$ cat src/rtl/seg_mem_pkg.sv
// ------------------------------
// Geometry, vector types and the request format shared by every block
// of the segmented scratchpad. Import it inside a module body and use
// scoped names in module headers
// ------------------------------
package seg_mem_pkg;

    localparam int NUM_SEG = 4;                         // Logical segments across one row
    localparam int MEM_W   = 64;                        // Width of one physical row
    localparam int SEG_W   = MEM_W / NUM_SEG;           // Bits owned by each segment
    localparam int MEM_ELS = 64;                        // Rows in the backing SRAM
    localparam int ADDR_W  = $clog2(MEM_ELS);           // Row address width
    localparam int MASK_W  = SEG_W / 8;                 // One mask bit per byte of a segment

    typedef logic [ADDR_W-1:0]  addr_t;                 // Row address
    typedef logic [SEG_W-1:0]   seg_data_t;             // Data of a single segment
    typedef logic [MASK_W-1:0]  seg_mask_t;             // Byte mask of a single segment
    typedef logic [NUM_SEG-1:0] seg_vec_t;              // One flag per segment

    // Segment 0 sits in the low bits of the row
    typedef logic [NUM_SEG-1:0][SEG_W-1:0]  word_t;     // Full row split by segment
    typedef logic [NUM_SEG-1:0][MASK_W-1:0] wmask_t;    // Full byte mask split by segment

    // One access to the memory, shared address and direction for all segments
    typedef struct packed {
        seg_vec_t v;                                    // Segment takes part when set
        logic     w;                                    // High for write and low for read
        addr_t    addr;                                 // Row used by every segment
        wmask_t   mask;                                 // Byte enables for writes
        word_t    data;                                 // Write data
    } mem_req_t;

    // Clear sequencer states
    typedef enum logic {
        CLEAR,                                          // Sweeping zeros through the array
        READY                                           // Host traffic passes through
    } clr_state_e;

endpackage : seg_mem_pkg

$ cat src/rtl/seg_mem_row_counter.sv
// ------------------------------
// Row counter for the post-reset clear sweep. Steps once per inc_i and
// flags the last row of the array
// ------------------------------
module seg_mem_row_counter (
    input  logic               clk_i,
    input  logic               arst_n_i,
    input  logic               inc_i,      // Advance to the next row
    output seg_mem_pkg::addr_t row_o,      // Row being cleared
    output logic               last_o      // High on the final row
);
    import seg_mem_pkg::*;

    always_ff @(posedge clk_i or negedge arst_n_i) begin
        if (!arst_n_i) begin
            row_o <= '0;                   // Sweep starts at row zero
        end else if (inc_i) begin
            row_o <= addr_t'(row_o + 1'b1);  // Wraps to zero after the last row
        end
    end

    assign last_o = (row_o == addr_t'(MEM_ELS - 1));

    // The sweep ends on the last row, so counting must stop right after it
    a_no_wrap : assert property (
        @(posedge clk_i) disable iff (!arst_n_i)
        (last_o && inc_i) |=> !inc_i
    ) else $error("row counter kept counting past the last row");

endmodule : seg_mem_row_counter

$ cat config.mk
export PLATFORM = sky130hd
export DESIGN_NAME = seg_mem_row_counter
export DESIGN_NICKNAME = d
export VERILOG_FILES = /design/src/rtl/seg_mem_pkg.sv /design/src/rtl/seg_mem_row_counter.sv
export SDC_FILE = /design/constraint.sdc
export NUM_CORES = 1
export LEC_CHECK = 0
export BUFFER_PORTS_ARGS = -buffer_cell sky130_fd_sc_hd__buf_2
export CORE_AREA = 4 4 41 43
export CTS_BUF_LIST = sky130_fd_sc_hd__clkbuf_4
export DETAILED_ROUTE_END_ITERATION = 8
export DIE_AREA = 0 0 45 47
export HOLD_SLACK_MARGIN = 0.1
export SYNTH_ARGS = -nofsm -noshare
export SYNTH_HDL_FRONTEND = slang
export SYNTH_SLANG_ARGS = --single-unit
$ cat constraint.sdc
create_clock -name clk_i -period 0.95 [get_ports clk_i]
set_input_delay 0.0475 -clock clk_i [delete_from_list [all_inputs] [get_ports clk_i]]
set_output_delay 0.0475 -clock clk_i [all_outputs]
set_load 0.005 [all_outputs]
After elaboration in Yosys (flattened, before gate mapping). Index checks and enable logic that the tools add are counted.

Add/subtract/negate cells: 1. Eq/ne operators: 1.

Operators with widths (count): 6-bit by 1-bit adder with 6-bit output (second input constant) (1); 6-bit equality test (second input constant) (1).

Output and inout port bits: 7. Register bits: 6. Word-level logic and storage cells: 3.

Longest topological paths before layout.
Depth after elaboration: 1. Depth in mapped cells: 3.

Worst setup path before layout. OpenSTA, ideal clock, no wires.

Path type: reg-to-reg. From: register row_o[0]. To: register row_o[1]. Slack: -0.123 ns. Library setup time: 0.125 ns. Stages on the path, launching flop included: 3. Clock period less this slack: 1.073 ns. Arrival: 0.948 ns. Required time: 0.825 ns. Cell sequence: dfrtp_1 -> ha_1 -> mux2_2.

Longest elaborated chain between the ends: 1.

RTL lines: start, declared (RTL line seg_mem_row_counter.sv:9) `output seg_mem_pkg::addr_t row_o,`; start signal, assigned (RTL line seg_mem_row_counter.sv:18) `row_o <= addr_t'(row_o + 1'b1);`; 6-bit by 1-bit adder with 6-bit output (RTL line seg_mem_row_counter.sv:18).

No other way between the ends. A chain may end at the register's enable or synchronous reset.

Worst setup path in the final report.
From: register row_o[1]. To: output last_o.

Longest elaborated chain between the ends: 1.

RTL lines: 6-bit equality test (RTL line seg_mem_row_counter.sv:22) `assign last_o = (row_o == addr_t'(MEM_ELS - 1));`; end, declared (RTL line seg_mem_row_counter.sv:10) `output logic last_o`.

No other way between the ends.

==> run summary <==
The register ranked first by flip-flop count is row_o. The global-route wire length before repair came out at 1.00 mm. The number of vias per cell after detailed routing is 4.18. The share of layout cells above drive strength 1 came out at 53.7%. The final layout net count is 47. The sequential cell area came out at 150 um^2. The cell total after placement came out at 48. The number of stages on the worst hold path came out at 2. After the flow finishes, the layout carries non-filler instances totaling 56. The synthesized design spends more area on one cell type than any other, namely sky130_fd_sc_hd__dfrtp_1.

Based on the critical path, the design can be clocked at up to 901 MHz. Hold timing on the final database bottoms out at a slack of 0.121 ns. Among all stages on the critical path, the largest delay is contributed by sky130_fd_sc_hd__dfrtp_1. The repair_antennas step left the layout with diodes totalling 0. STA classifies the critical path startpoint as a register.

The checks that failed: negative setup slack. TritonCTS built the clock tree. The row count is 13. The required time of the critical path came out at 0.90 ns. The sink count of the clock tree came out at 6. The final setup violation count is 6. The clock arrives with 0.00281 ns of skew. Ranked by total cell area, the synthesized netlist is headed by sky130_fd_sc_hd__dfrtp_1, sky130_fd_sc_hd__xnor2_1, sky130_fd_sc_hd__xor2_1. The part of the Yosys area used for sequential elements came out at 57.1%. The number of H-tree branching levels is 1. The sink of the worst hold path is row_o[1].

In this run the most critical hold path is launched from inc_i. The initial antenna violation count came out at 0. The run finished, with violations left. In this run the worst hold path is classified as primary input to register. Clock tree synthesis inserted a total of 3 buffers.

The layout overhead on the synthesized area is 70.5%. The number of instances in the synthesized netlist came out at 21. The critical path in this run is classified as register to primary output.

Across all setup checks in the final design, the least slack found is -0.160 ns. The area of the die came out at 2120 um^2. The maximum net fanout on the critical path came out at 3. Leaving out fill and tap cells, the most frequent cell in the layout is sky130_fd_sc_hd__buf_2. The actual slew at the worst max-slew pin is 0.172 ns. The height of the die came out at 47 um. The final critical-path share of the clock period came out at 117%. Entering global routing, the biggest net connects 7 pins. The maximum buffer depth of the clock tree is 2. The total grt overflow is 0. The final hold violation count is 0. In the global route stage, overall resource usage came out at 7.95%. After synthesis, the netlist uses 11 different library cells. Clock latency on the worst-skew pair, taken at its later pin, is 0.25 ns. The routability congestion estimate from global placement came out at 0.712. The static leakage came out at 0.000213 uW.

The Yosys warning count is 0. The cell family contributing the most delay on the critical path is flip-flops. The synthesized netlist occupies a cell area of 263 um^2. The worst slew slack as a fraction of its limit came out at 88.5%. The launching point of the worst reg2reg path is row_o[1]. The worst reg-to-reg path cell count came out at 2. The flip-flop count of the largest register, all copies and words added came out at 6. The number of buffers added on ports came out at 9.

Once the floorplan was initialized, standard cells occupied 20.2% of the core. The HPWL after detailed placement came out at 404 um. The total area inside the core boundary comes to 1300 um^2.

The count of vias placed by the detailed router came out at 234. The clock slew seen by the registers of the worst setup and hold paths is 0.05 ns. The fill cell total of the finished layout is 148. In the routed design, unresolved DRC markers number 0.

The count of TritonRoute iterations in the first routing pass came out at 2. The setup slack of the worst register-to-register path is -0.06 ns. STA classifies the critical path endpoint as a primary output. The max-capacitance violation count is 0. Setup repair after global routing could not meet its margin everywhere. The largest registers in the layout are row_o x6.

The area occupied by multi-input gates came out at 134 um^2. The wire length per cell came out at 11.3 um. The smallest clock period supported by the final layout is computed as 1.11 ns.

The data arrival time of the critical path is 1.06 ns. The x dimension of the die came out at 45 um. The fraction of post-synthesis cell area in the top cell type by area came out at 57.1%.

The average cell area after synthesis came out at 12.5 um^2. The largest stage delay on the critical path came out at 0.39 ns. Across the VDD grid, the largest voltage drop is 1.23 mV. The number of DRC markers in iteration 0 is 1. The number of buffers and inverters on the critical path is 1.

The number of ports placed on the die boundary is 10. The critical path goes through ha_4 -> nand3_2 -> nor2_1 -> buf_2. Power spread over the standard cell area amounts to 3380 nW/um^2. In this run the clock root is driven by a sky130_fd_sc_hd__clkbuf_4. The count of final max-slew check failures is 0.

The synthesized netlist net count came out at 25. The routed design has 630 um of wire. The count of antenna-violating nets left after detailed routing came out at 0. The endpoint identified for the worst register-to-register timing path is row_o[1]. The top cell types in the final layout, fill and taps aside, are sky130_fd_sc_hd__buf_2, sky130_fd_sc_hd__dfrtp_1, sky130_fd_sc_hd__buf_4. The setup slack after placement came out at -0.0510 ns. The post-synthesis register bit count came out at 6. The number of global-route vias before repair is 231.
==> per-stage QoR <==
| stage | area (um^2) | utilization (%) | power, uW | TNS, ns |
|---|---|---|---|---|
| floorplan | 265 | - | 766 | -0.119 |
| finish | 448 | 34.4 | 1510 | -0.336 |
| CTS | 419 | 32.2 | 1380 | -0.392 |
| global placement | 352 | 27.0 | 1050 | -0.0439 |
| detailed placement | 352 | 27.0 | 1050 | -0.0510 |
| global route | 448 | 34.4 | 1650 | -0.655 |
==> final cells by class <==
cell class	count	area share, %
clock buffers	3	5.03
well taps	15	4.19
multi-input cells	15	29.9
repair buffers	17	27.4
flip-flops and latches	6	33.5
==> synth_stat cells <==
cell type                 n
sky130_fd_sc_hd__dfrtp_1  6
sky130_fd_sc_hd__nand2_1  3
sky130_fd_sc_hd__xnor2_1  3
sky130_fd_sc_hd__xor2_1   2
sky130_fd_sc_hd__ha_1     1
sky130_fd_sc_hd__mux2_2   1
sky130_fd_sc_hd__nand3_1  1
sky130_fd_sc_hd__nand4_1  1
sky130_fd_sc_hd__nand4_2  1
sky130_fd_sc_hd__nor2_1   1
sky130_fd_sc_hd__nor2_2   1
==> where the power goes <==
| group | leakage, uW | switching (uW) | internal [uW] | total, uW |
|---|---|---|---|---|
| Clock | 0.0000138 | 103 | 144 | 246 |
| Sequential | 0.0000720 | 158 | 391 | 549 |
| Combinational | 0.000127 | 255 | 462 | 717 |
==> per-layer routing <==
layer  vias up  GRT usage [%]  wire [um]  part of all wire, %
met4         0           7.02         17                  2.7
met2        13           10.7        256                   41
li1        110              -          -                    -
met1       109           7.18        262                   42
met5         -              0          0                    0
met3         2           7.28         93                   15
==> worst max-delay path by stage <==
stage | startpoint | to | slack, ns | depth (start not counted)
detailed placement | row_o[1] | row_o[1] | -0.05 | 2
finish | row_o[1] | last_o | -0.16 | 4
global placement | row_o[1] | row_o[1] | -0.04 | 2
CTS | row_o[1] | last_o | -0.17 | 4
floorplan | row_o[0] | row_o[1] | -0.10 | 2
global route | row_o[1] | last_o | -0.26 | 4
==> cell families (layout without fill, tap and decap cells) <==
| logic type | Yosys count | after routing | share of synthesized area (%) |
|---|---|---|---|
| and+or+nand+nor | 8 | 8 | 17.1 |
| DFF | 6 | 6 | 57.1 |
| xor gates and xnor gates | 5 | 5 | 16.7 |
| adders and majority gates | 1 | 1 | 4.76 |
| muxes | 1 | 1 | 4.29 |
| buffers and inverters | 0 | 20 | 0 |
==> repair_timing <==
action,in CTS,in global routing
hold endpoints to repair,7,0
hold buffers,3,0
cloned,0,0
setup buffers,0,2
pin swaps,1,1
endpoints found under the setup margin,4,8
gates resized for setup,2,3
(Power assumes the default switching activity.)
